<file path="config.mk">
export PLATFORM = sky130hd
export DESIGN_NAME = rx_top
export DESIGN_NICKNAME = d
export VERILOG_FILES = /design/src/hw/rx_pkg.sv /design/src/hw/rx_bus_slave.sv /design/src/hw/rx_decim.sv /design/src/hw/rx_frontend.sv /design/src/hw/rx_top.sv /design/src/hw/sample_fifo.sv
export SDC_FILE = /design/constraint.sdc
export NUM_CORES = 2
export LEC_CHECK = 0
export BUFFER_PORTS_ARGS = -buffer_cell sky130_fd_sc_hd__buf_4
export CAP_MARGIN = 15
export CELL_PAD_IN_SITES_DETAIL_PLACEMENT = 1
export CELL_PAD_IN_SITES_GLOBAL_PLACEMENT = 2
export CORE_MARGIN = 2
export CORE_UTILIZATION = 45
export CTS_CLUSTER_DIAMETER = 120
export DETAILED_ROUTE_END_ITERATION = 12
export GPL_ROUTABILITY_DRIVEN = 0
export GPL_TIMING_DRIVEN = 1
export PLACE_DENSITY_LB_ADDON = 0.1
export SLEW_MARGIN = 20
export SYNTH_ARGS = -nofsm -noshare
export SYNTH_HDL_FRONTEND = slang
export SYNTH_HIERARCHICAL = 1
export SYNTH_SLANG_ARGS = --single-unit
export TNS_END_PERCENT = 100
</file>
<file path="constraint.sdc">
create_clock -name clk -period 8.17 [get_ports clk]
set_clock_uncertainty 0.1 [all_clocks]
set_input_delay 0.4085 -clock clk [delete_from_list [all_inputs] [get_ports clk]]
set_output_delay 0.4085 -clock clk [all_outputs]
set_load 0.05 [all_outputs]
</file>
<file path="src/hw/rx_pkg.sv">
`default_nettype none

package rx_pkg;

   // datapath widths
   localparam int ADC_W      = 14;
   localparam int OFS_W      = 15;  // adc minus offset, one extra bit
   localparam int OUT_W      = 16;
   localparam int ACC_W      = 24;  // holds 255 full-scale samples

   // sample buffer
   localparam int FIFO_DEPTH = 16;
   localparam int LVL_W      = 5;   // 0..16 inclusive

   // word addresses on the 3-bit bus address
   localparam logic [2:0] ADDR_CTRL   = 3'd0;
   localparam logic [2:0] ADDR_SCALE  = 3'd1;
   localparam logic [2:0] ADDR_OFS_A  = 3'd2;
   localparam logic [2:0] ADDR_OFS_B  = 3'd3;
   localparam logic [2:0] ADDR_STATUS = 3'd4;
   localparam logic [2:0] ADDR_DATA   = 3'd5;

   // channel select codes, 3 behaves like SEL_ZERO
   localparam logic [1:0] SEL_A    = 2'd0;
   localparam logic [1:0] SEL_B    = 2'd1;
   localparam logic [1:0] SEL_ZERO = 2'd2;

   // I in the upper half, Q in the lower half
   typedef struct packed {
      logic signed [15:0] i;
      logic signed [15:0] q;
   } iq_pair_t;

   typedef union packed {
      logic [31:0] raw;
      iq_pair_t    iq;
   } iq_word_u;

endpackage

`default_nettype wire

</file>
<file path="src/hw/rx_bus_slave.sv">
`timescale 1ns/100ps
`default_nettype none

module rx_bus_slave
(
   input  wire                                   clk,
   input  wire                                   rst,
   input  wire                                   i_wb_cyc,
   input  wire                                   i_wb_stb,
   input  wire                                   i_wb_we,
   input  wire        [2:0]                      i_wb_adr,
   input  wire        [31:0]                     i_wb_dat,
   output logic       [31:0]                     o_wb_dat,
   output logic                                  o_wb_ack,
   input  rx_pkg::iq_word_u                      i_fifo_head,
   input  wire        [rx_pkg::LVL_W-1:0]        i_fifo_level,
   input  wire                                   i_fifo_overflow,
   output logic                                  o_run,
   output logic       [1:0]                      o_sel_i,
   output logic       [1:0]                      o_sel_q,
   output logic       [7:0]                      o_rate,
   output rx_pkg::iq_word_u                      o_scale,
   output logic signed [rx_pkg::ADC_W-1:0]       o_ofs_a,
   output logic signed [rx_pkg::ADC_W-1:0]       o_ofs_b,
   output logic                                  o_fifo_pop,
   output logic                                  o_ovf_clear
);

   logic        wb_req;     // new transfer, ack goes high on the next edge
   logic [31:0] ctrl_r;
   logic [31:0] rd_data;
   logic        fifo_empty;

   assign wb_req     = i_wb_cyc & i_wb_stb & ~o_wb_ack;
   assign fifo_empty = (i_fifo_level == '0);

   // pulses act on the edge that raises ack
   assign o_fifo_pop  = wb_req & ~i_wb_we & (i_wb_adr == rx_pkg::ADDR_DATA) & ~fifo_empty;
   assign o_ovf_clear = wb_req & i_wb_we & (i_wb_adr == rx_pkg::ADDR_STATUS) & i_wb_dat[8];

   // ctrl fields
   assign o_run   = ctrl_r[0];
   assign o_sel_i = ctrl_r[2:1];
   assign o_sel_q = ctrl_r[4:3];
   assign o_rate  = ctrl_r[15:8];

   always_ff @(posedge clk)
   begin
      if (rst)
         o_wb_ack <= 1'b0;
      else
         o_wb_ack <= wb_req;   // single-cycle ack
   end

   always_ff @(posedge clk)
   begin
      if (rst)
      begin
         ctrl_r      <= '0;
         o_scale.raw <= '0;
         o_ofs_a     <= '0;
         o_ofs_b     <= '0;
      end
      else if (wb_req && i_wb_we)
      begin
         case (i_wb_adr)
            rx_pkg::ADDR_CTRL:  ctrl_r      <= i_wb_dat;
            rx_pkg::ADDR_SCALE: o_scale.raw <= i_wb_dat;
            rx_pkg::ADDR_OFS_A: o_ofs_a     <= i_wb_dat[rx_pkg::ADC_W-1:0];
            rx_pkg::ADDR_OFS_B: o_ofs_b     <= i_wb_dat[rx_pkg::ADC_W-1:0];
            default: ;          // status and data are not writable
         endcase
      end
   end

   always_comb
   begin
      case (i_wb_adr)
         rx_pkg::ADDR_CTRL:   rd_data = ctrl_r;
         rx_pkg::ADDR_SCALE:  rd_data = o_scale.raw;
         rx_pkg::ADDR_OFS_A:  rd_data = {{(32-rx_pkg::ADC_W){o_ofs_a[rx_pkg::ADC_W-1]}}, o_ofs_a};
         rx_pkg::ADDR_OFS_B:  rd_data = {{(32-rx_pkg::ADC_W){o_ofs_b[rx_pkg::ADC_W-1]}}, o_ofs_b};
         rx_pkg::ADDR_STATUS: rd_data = {23'd0, i_fifo_overflow, 3'd0, i_fifo_level};
         rx_pkg::ADDR_DATA:   rd_data = fifo_empty ? 32'd0 : i_fifo_head.raw;
         default:             rd_data = 32'd0;
      endcase
   end

   // captured with the pop so the head is taken before it advances
   always_ff @(posedge clk)
   begin
      if (wb_req && !i_wb_we)
         o_wb_dat <= rd_data;
   end

endmodule

`default_nettype wire

</file>
<file path="src/hw/rx_decim.sv">
`timescale 1ns/100ps
`default_nettype none

module rx_decim
(
   input  wire                               clk,
   input  wire                               rst,
   input  wire                               i_run,
   input  wire        [7:0]                  i_rate,
   input  wire                               i_valid,
   input  wire signed [rx_pkg::OUT_W-1:0]    i_i,
   input  wire signed [rx_pkg::OUT_W-1:0]    i_q,
   output logic                              o_valid,
   output rx_pkg::iq_word_u                  o_word
);

   logic signed [rx_pkg::ACC_W-1:0]  acc_i, acc_q;
   logic signed [rx_pkg::ACC_W-1:0]  sum_i, sum_q;
   logic        [7:0]                cnt;
   logic        [7:0]                rate_eff;
   logic                             last;      // this input closes the group

   // clamp an accumulator value into OUT_W bits
   function automatic logic signed [rx_pkg::OUT_W-1:0] sat(
      input logic signed [rx_pkg::ACC_W-1:0] v);
      logic [rx_pkg::ACC_W-rx_pkg::OUT_W:0] top;
      top = v[rx_pkg::ACC_W-1:rx_pkg::OUT_W-1];
      if (top == {(rx_pkg::ACC_W-rx_pkg::OUT_W+1){v[rx_pkg::ACC_W-1]}})
         return v[rx_pkg::OUT_W-1:0];
      else if (v[rx_pkg::ACC_W-1])
         return {1'b1, {(rx_pkg::OUT_W-1){1'b0}}};   // -32768
      else
         return {1'b0, {(rx_pkg::OUT_W-1){1'b1}}};   // +32767
   endfunction

   assign rate_eff = (i_rate == 8'd0) ? 8'd1 : i_rate;
   assign sum_i    = acc_i + i_i;
   assign sum_q    = acc_q + i_q;
   assign last     = (cnt == rate_eff - 8'd1);

   always_ff @(posedge clk)
   begin
      if (rst || !i_run)
      begin
         acc_i   <= '0;
         acc_q   <= '0;
         cnt     <= '0;
         o_valid <= 1'b0;
      end
      else
      begin
         o_valid <= i_valid & last;
         if (i_valid)
         begin
            if (last)
            begin
               acc_i <= '0;       // dump
               acc_q <= '0;
               cnt   <= '0;
            end
            else
            begin
               acc_i <= sum_i;
               acc_q <= sum_q;
               cnt   <= cnt + 8'd1;
            end
         end
      end
   end

   always_ff @(posedge clk)
   begin
      if (i_valid && last)
      begin
         o_word.iq.i <= sat(sum_i);
         o_word.iq.q <= sat(sum_q);
      end
   end

endmodule

`default_nettype wire

</file>
<file path="src/hw/rx_frontend.sv">
`timescale 1ns/100ps
`default_nettype none

module rx_frontend
(
   input  wire                               clk,
   input  wire                               rst,
   input  wire signed [rx_pkg::ADC_W-1:0]    i_adc_a,
   input  wire signed [rx_pkg::ADC_W-1:0]    i_adc_b,
   input  wire                               i_adc_valid,
   input  wire                               i_run,
   input  wire        [1:0]                  i_sel_i,
   input  wire        [1:0]                  i_sel_q,
   input  wire signed [rx_pkg::ADC_W-1:0]    i_ofs_a,
   input  wire signed [rx_pkg::ADC_W-1:0]    i_ofs_b,
   input  rx_pkg::iq_word_u                  i_scale,
   output logic                              o_valid,
   output logic signed [rx_pkg::OUT_W-1:0]   o_i,
   output logic signed [rx_pkg::OUT_W-1:0]   o_q
);

   logic signed [rx_pkg::OFS_W-1:0]   a_ofs, b_ofs;
   logic signed [rx_pkg::OFS_W-1:0]   mux_i, mux_q;
   logic signed [rx_pkg::OFS_W-1:0]   d_i, d_q;       // stage 1
   logic signed [2*rx_pkg::OFS_W:0]   prod_i, prod_q;  // 31 bits
   logic                              v1;

   // 15 bits so the difference never wraps
   assign a_ofs = $signed({i_adc_a[rx_pkg::ADC_W-1], i_adc_a})
                - $signed({i_ofs_a[rx_pkg::ADC_W-1], i_ofs_a});
   assign b_ofs = $signed({i_adc_b[rx_pkg::ADC_W-1], i_adc_b})
                - $signed({i_ofs_b[rx_pkg::ADC_W-1], i_ofs_b});

   always_comb
   begin
      case (i_sel_i)
         rx_pkg::SEL_A:    mux_i = a_ofs;
         rx_pkg::SEL_B:    mux_i = b_ofs;
         rx_pkg::SEL_ZERO: mux_i = '0;
         default:          mux_i = '0;
      endcase
      case (i_sel_q)
         rx_pkg::SEL_A:    mux_q = a_ofs;
         rx_pkg::SEL_B:    mux_q = b_ofs;
         rx_pkg::SEL_ZERO: mux_q = '0;
         default:          mux_q = '0;
      endcase
   end

   // Q1.15 gain
   assign prod_i = d_i * i_scale.iq.i;
   assign prod_q = d_q * i_scale.iq.q;

   always_ff @(posedge clk)
   begin
      if (rst)
      begin
         v1      <= 1'b0;
         o_valid <= 1'b0;
      end
      else
      begin
         v1      <= i_adc_valid & i_run;
         o_valid <= v1;
      end
   end

   always_ff @(posedge clk)
   begin
      d_i <= mux_i;
      d_q <= mux_q;
      o_i <= prod_i[30:15];   // >>> 15, floors toward minus infinity
      o_q <= prod_q[30:15];
   end

endmodule

`default_nettype wire

</file>
<file path="src/hw/rx_top.sv">
`timescale 1ns/100ps
`default_nettype none

module rx_top
(
   input  wire                               clk,
   input  wire                               rst,
   input  wire                               i_wb_cyc,
   input  wire                               i_wb_stb,
   input  wire                               i_wb_we,
   input  wire        [2:0]                  i_wb_adr,
   input  wire        [31:0]                 i_wb_dat,
   output logic       [31:0]                 o_wb_dat,
   output logic                              o_wb_ack,
   input  wire signed [rx_pkg::ADC_W-1:0]    i_adc_a,
   input  wire signed [rx_pkg::ADC_W-1:0]    i_adc_b,
   input  wire                               i_adc_valid
);

   // settings from the bus slave
   logic                              run;
   logic        [1:0]                 sel_i, sel_q;
   logic        [7:0]                 rate;
   rx_pkg::iq_word_u                  scale;
   logic signed [rx_pkg::ADC_W-1:0]   ofs_a, ofs_b;

   logic                              fe_valid;
   logic signed [rx_pkg::OUT_W-1:0]   fe_i, fe_q;
   logic                              dec_valid;
   rx_pkg::iq_word_u                  dec_word;

   // buffer side
   logic                              fifo_pop, ovf_clear;
   rx_pkg::iq_word_u                  fifo_head;
   logic        [rx_pkg::LVL_W-1:0]   fifo_level;
   logic                              fifo_overflow;

   rx_bus_slave rx_bus_slave_i (
      .clk(clk), .rst(rst),
      .i_wb_cyc(i_wb_cyc), .i_wb_stb(i_wb_stb), .i_wb_we(i_wb_we),
      .i_wb_adr(i_wb_adr), .i_wb_dat(i_wb_dat),
      .o_wb_dat(o_wb_dat), .o_wb_ack(o_wb_ack),
      .i_fifo_head(fifo_head), .i_fifo_level(fifo_level),
      .i_fifo_overflow(fifo_overflow),
      .o_run(run), .o_sel_i(sel_i), .o_sel_q(sel_q), .o_rate(rate),
      .o_scale(scale), .o_ofs_a(ofs_a), .o_ofs_b(ofs_b),
      .o_fifo_pop(fifo_pop), .o_ovf_clear(ovf_clear)
   );

   rx_frontend rx_frontend_i (
      .clk(clk), .rst(rst),
      .i_adc_a(i_adc_a), .i_adc_b(i_adc_b), .i_adc_valid(i_adc_valid),
      .i_run(run), .i_sel_i(sel_i), .i_sel_q(sel_q),
      .i_ofs_a(ofs_a), .i_ofs_b(ofs_b), .i_scale(scale),
      .o_valid(fe_valid), .o_i(fe_i), .o_q(fe_q)
   );

   rx_decim rx_decim_i (
      .clk(clk), .rst(rst), .i_run(run), .i_rate(rate),
      .i_valid(fe_valid), .i_i(fe_i), .i_q(fe_q),
      .o_valid(dec_valid), .o_word(dec_word)
   );

   sample_fifo sample_fifo_i (
      .clk(clk), .rst(rst),
      .i_push(dec_valid), .i_data(dec_word),
      .i_pop(fifo_pop), .i_ovf_clear(ovf_clear),
      .o_head(fifo_head), .o_level(fifo_level), .o_overflow(fifo_overflow)
   );

endmodule

`default_nettype wire

</file>
<file path="src/hw/sample_fifo.sv">
`timescale 1ns/100ps
`default_nettype none

module sample_fifo
(
   input  wire                         clk,
   input  wire                         rst,
   input  wire                         i_push,
   input  rx_pkg::iq_word_u            i_data,
   input  wire                         i_pop,
   input  wire                         i_ovf_clear,
   output rx_pkg::iq_word_u            o_head,
   output logic [rx_pkg::LVL_W-1:0]    o_level,
   output logic                        o_overflow
);

   rx_pkg::iq_word_u                            mem [rx_pkg::FIFO_DEPTH];
   logic [$clog2(rx_pkg::FIFO_DEPTH)-1:0]       wr_ptr, rd_ptr;
   logic                                        full, empty;
   logic                                        do_push, do_pop;

   assign full    = (o_level == rx_pkg::FIFO_DEPTH);
   assign empty   = (o_level == '0);
   assign do_push = i_push & ~full;   // dropped when full
   assign do_pop  = i_pop & ~empty;

   assign o_head = mem[rd_ptr];   // fall-through head

   always_ff @(posedge clk)
   begin
      if (do_push)
         mem[wr_ptr] <= i_data;
   end

   always_ff @(posedge clk)
   begin
      if (rst)
      begin
         wr_ptr     <= '0;
         rd_ptr     <= '0;
         o_level    <= '0;
         o_overflow <= 1'b0;
      end
      else
      begin
         if (do_push)
            wr_ptr <= wr_ptr + 1'b1;
         if (do_pop)
            rd_ptr <= rd_ptr + 1'b1;

         case ({do_push, do_pop})
            2'b10:   o_level <= o_level + 1'b1;
            2'b01:   o_level <= o_level - 1'b1;
            default: ;   // both or neither
         endcase

         // clear wins over a set in the same cycle
         if (i_ovf_clear)
            o_overflow <= 1'b0;
         else if (i_push && full)
            o_overflow <= 1'b1;
      end
   end

endmodule

`default_nettype wire

</file>
==> results.tsv <==
metric	value	unit
H-tree levels	3	
DR DRC count	0	
Slowest cell on crit path	dfxtp_1	
sequential area share after synthesis	0.417	
overall routing resource usage	0.248	
largest fanout on the critical path	16	
Worst EP required	8660	ps
Worst EP arrival	7160	ps
placed insts	5847	
area of the core	0.116	mm2
Post-Route Utilization	0.500	
largest family of logic cells by synthesized area	adder cells	
Setup Viol. Count Final	0	
final WL	147	mm
Max Fclk	150	MHz
status	finished, final reports clean	
Setup crit end kind	register	
clk buf depth	3	
Setup TNS	0	ps
max-slew violation count	0	
Vias	33200	
Die ar.	0.120	mm2
Max-Slew Margin vs Limit	0.282	
initial antenna violation count	8	
Yosys top cell area share	0.328	
Synth warnings	6	
Peak supply drop	162	uV
Switching Power	0.00250	W
post-CTS resize count	0	
total leakage power	23.7	nW
DR vias/cell	5.51	
DR WL/cell	24.3	um
CTS root buf	clkbuf_16	
Slew @ Worst Pin	1080	ps
#FFs+latches synth	808	
iteration count of the initial detailed-routing pass	5	
RSZ-0062 raised after global routing	false	
area of the multi-input gates	0.0277	mm2
Skew-Pair Late Insertion Delay	690	ps
Post-synth top cells	inv_1, edfxtp_1, fa_1	
CTS Buf Count	89	
XOR/XNOR share of the synthesized area	0.0224	
clock share of power	0.426	
Initial Util	0.453	
Mapped Avg Cell Area	12.0	um2
first-pass GRT wire length	225	mm
Pwr per Cell Area	167	mW/mm2
proportion of synthesized area in mux cells	0.0839	
critical path, cell by cell	nand2_1, fa_1, inv_1, fa_1, inv_1, fa_1, inv_1, fa_1, fa_1, inv_1, fa_1, inv_1, ha_1, nand3_1, or2_2, o21bai_1, a31oi_1, o21ai_2, mux2i_1, a2111oi_2	
Min Hold Slack	70.0	ps
Simple-Gate Fraction of Synth Area	0.106	
ys async rst share	0	
largest net degree at the start of global routing	79	
FF+latch area	0.0219	mm2
flop2flop setup slack	1500	ps
final hold violation count	0	
final cell count without fillers	6026	
max-cap violations	0	
number of global-route vias before repair	36100	
layout cells sized above 1	0.118	
GRT Residual Overflow	0	
dominant cell type by area after synthesis	edfxtp_1	
post-route ant nets	0	
Combinational Power Share	0.106	
CTS Sinks	808	
DRT iter0 DRCs	2201	
Hold WC Path Type	input pin to register	
critical path type	register to register	
Post-Synth Adder-Cell Area	0.237	
slowest stage delay, CP	770	ps
Final period util	0.816	
CP startpoint kind	register	
nets@finish	5218	
mapped cell area	0.0527	mm2
Sw Ratio	0.257	
CP dominant cell by count	fa_1	
Distinct cells, synth	96	
P&R area growth vs syn	10.2	%
ys flop type	edfxtp_1	
syn nets	5173	
IO buf count	101	
Compound-Gate Fraction of Synth Area	0.0727	
count leader, synth	inv_1	
IO Count	102	
Cells after Synth	4388	
Die X	346	um
Pint	0.00721	W
Fillers	12000	
clock slew at reported path FFs	60	ps
EDFF count, synth	576	
die height	346	um
crit path time final	6670	ps
CTS tree	built	
site row count	125	
main area contributors after synthesis	edfxtp_1, fa_1, dfxtp_1, ha_1, mux4_2	
Final HPWL DP	103	mm
Flop pwr share	0.468	
what timing repair did:
action	4_1_cts	5_1_grt
hold endpoints to repair	32	0
hold buffers	19	0
endpoints found under the setup margin	0	0
setup buffers	0	0
routing by layer:
metal / up-vias / wire, um / GRT usage
met5: - / 0 / 0
met4: 0 / 4090 / 0.0706
met3: 169 / 5770 / 0.0286
met2: 618 / 71700 / 0.416
met1: 17400 / 64900 / 0.342
li1: 15000 / - / -
worst paths after layout:
path	from	to	depth (start not counted)
setup / recovery	rx_frontend_i/d_q[6]$_DFF_P_	rx_frontend_i/o_q[10]$_DFF_P_	20
hold / removal	i_wb_dat[1]	rx_bus_slave_i/ctrl_r[1]$_SDFFE_PP0P_	3
setup reg to reg	rx_frontend_i/d_q[6]$_DFF_P_	rx_frontend_i/o_q[10]$_DFF_P_	20
hold reg to reg	rx_frontend_i/v1$_SDFF_PP0_	rx_frontend_i/o_valid$_SDFF_PP0_	1
worst max-delay path: cells and delay by family, from the launching register on:
kind                     cells  cell delay (ps)
multiplexers                 1              130
AO/OA/AOI/OAI                4             1400
flip-flops                   1              770
adder cells (fa/ha/maj)      7             3350
buffers and inverters        5              270
AND/OR/NAND/NOR              3              550
cell type report:
type	instances	share of cell area
multi-input combinational	2762	0.476
sequential	808	0.378
clock buffer	113	0.0418
inverter	607	0.0392
tap	1524	0.0328
timing repair buffer	165	0.0221
clock inverter	46	0.00954
antenna	1	0.0000431
state kept, by name (all words and copies together), names as in the netlist, 4 cells and up, named ones only:
name,cells
rx_bus_slave_i/ctrl_r,32
rx_bus_slave_i/o_ofs_a,14
rx_bus_slave_i/o_ofs_b,14
rx_bus_slave_i/o_scale,32
rx_bus_slave_i/o_wb_dat,32
rx_decim_i/acc_i,24
rx_decim_i/acc_q,24
rx_decim_i/cnt,8
rx_decim_i/o_word,32
rx_frontend_i/d_i,15
rx_frontend_i/d_q,15
rx_frontend_i/o_i,16
rx_frontend_i/o_q,16
sample_fifo_i/mem,512
sample_fifo_i/o_level,5
sample_fifo_i/rd_ptr,4
sample_fifo_i/wr_ptr,4
power by group through the flow:
stage / Sequential, W / Clock [W] / Combinational (W)
2_1_floorplan: 0.00455 / 0 / 0.000749
3_3_place_gp: 0.00464 / 0 / 0.00102
3_5_place_dp: 0.00464 / 0 / 0.00103
4_1_cts: 0.00455 / 0.00423 / 0.00104
5_1_grt: 0.00456 / 0.00437 / 0.00115
6_report: 0.00455 / 0.00413 / 0.00103
through the flow:
| step | cell area [um2] | power, W | worst slack (ps) |
|---|---|---|---|
| detailed placement | 54900 | 0.00567 | 1410 |
| floorplan | 52700 | 0.00530 | 2290 |
| finish | 58100 | 0.00971 | 1500 |
| global route | 58100 | 0.0101 | 1150 |
| CTS | 58100 | 0.00982 | 1370 |
| global placement | 54900 | 0.00566 | 1430 |
placed cells by master, fill, tap and decap left out, types with 22 or more instances in the layout:
cell	instances
a221o_1	22
o21ai_0	55
a21oi_1	116
a21o_1	41
ha_1	244
o21ai_2	23
buf_4	146
mux2i_1	126
nor3_1	29
dfxtp_1	230
nand2b_1	148
nand3_1	35
xnor2_1	86
nor2_1	147
mux4_2	128
edfxtp_1	576
a22oi_1	91
inv_1	605
and2_1	214
mux2_2	23
clkbuf_16	91
xor2_1	49
fa_1	472
nand2_1	379
cells by family (layout without fill, tap and decap cells):
logic type	after synthesis	in the layout
buffers and inverters	818	931
and+or+nand+nor	1103	1103
DFF	808	808
AOI/OAI and AO/OA	530	530
muxes	278	278
xor gates and xnor gates	135	135
other	0	1
adders and majority gates	716	716
Note: power is estimated with default switching activity, not from simulation.
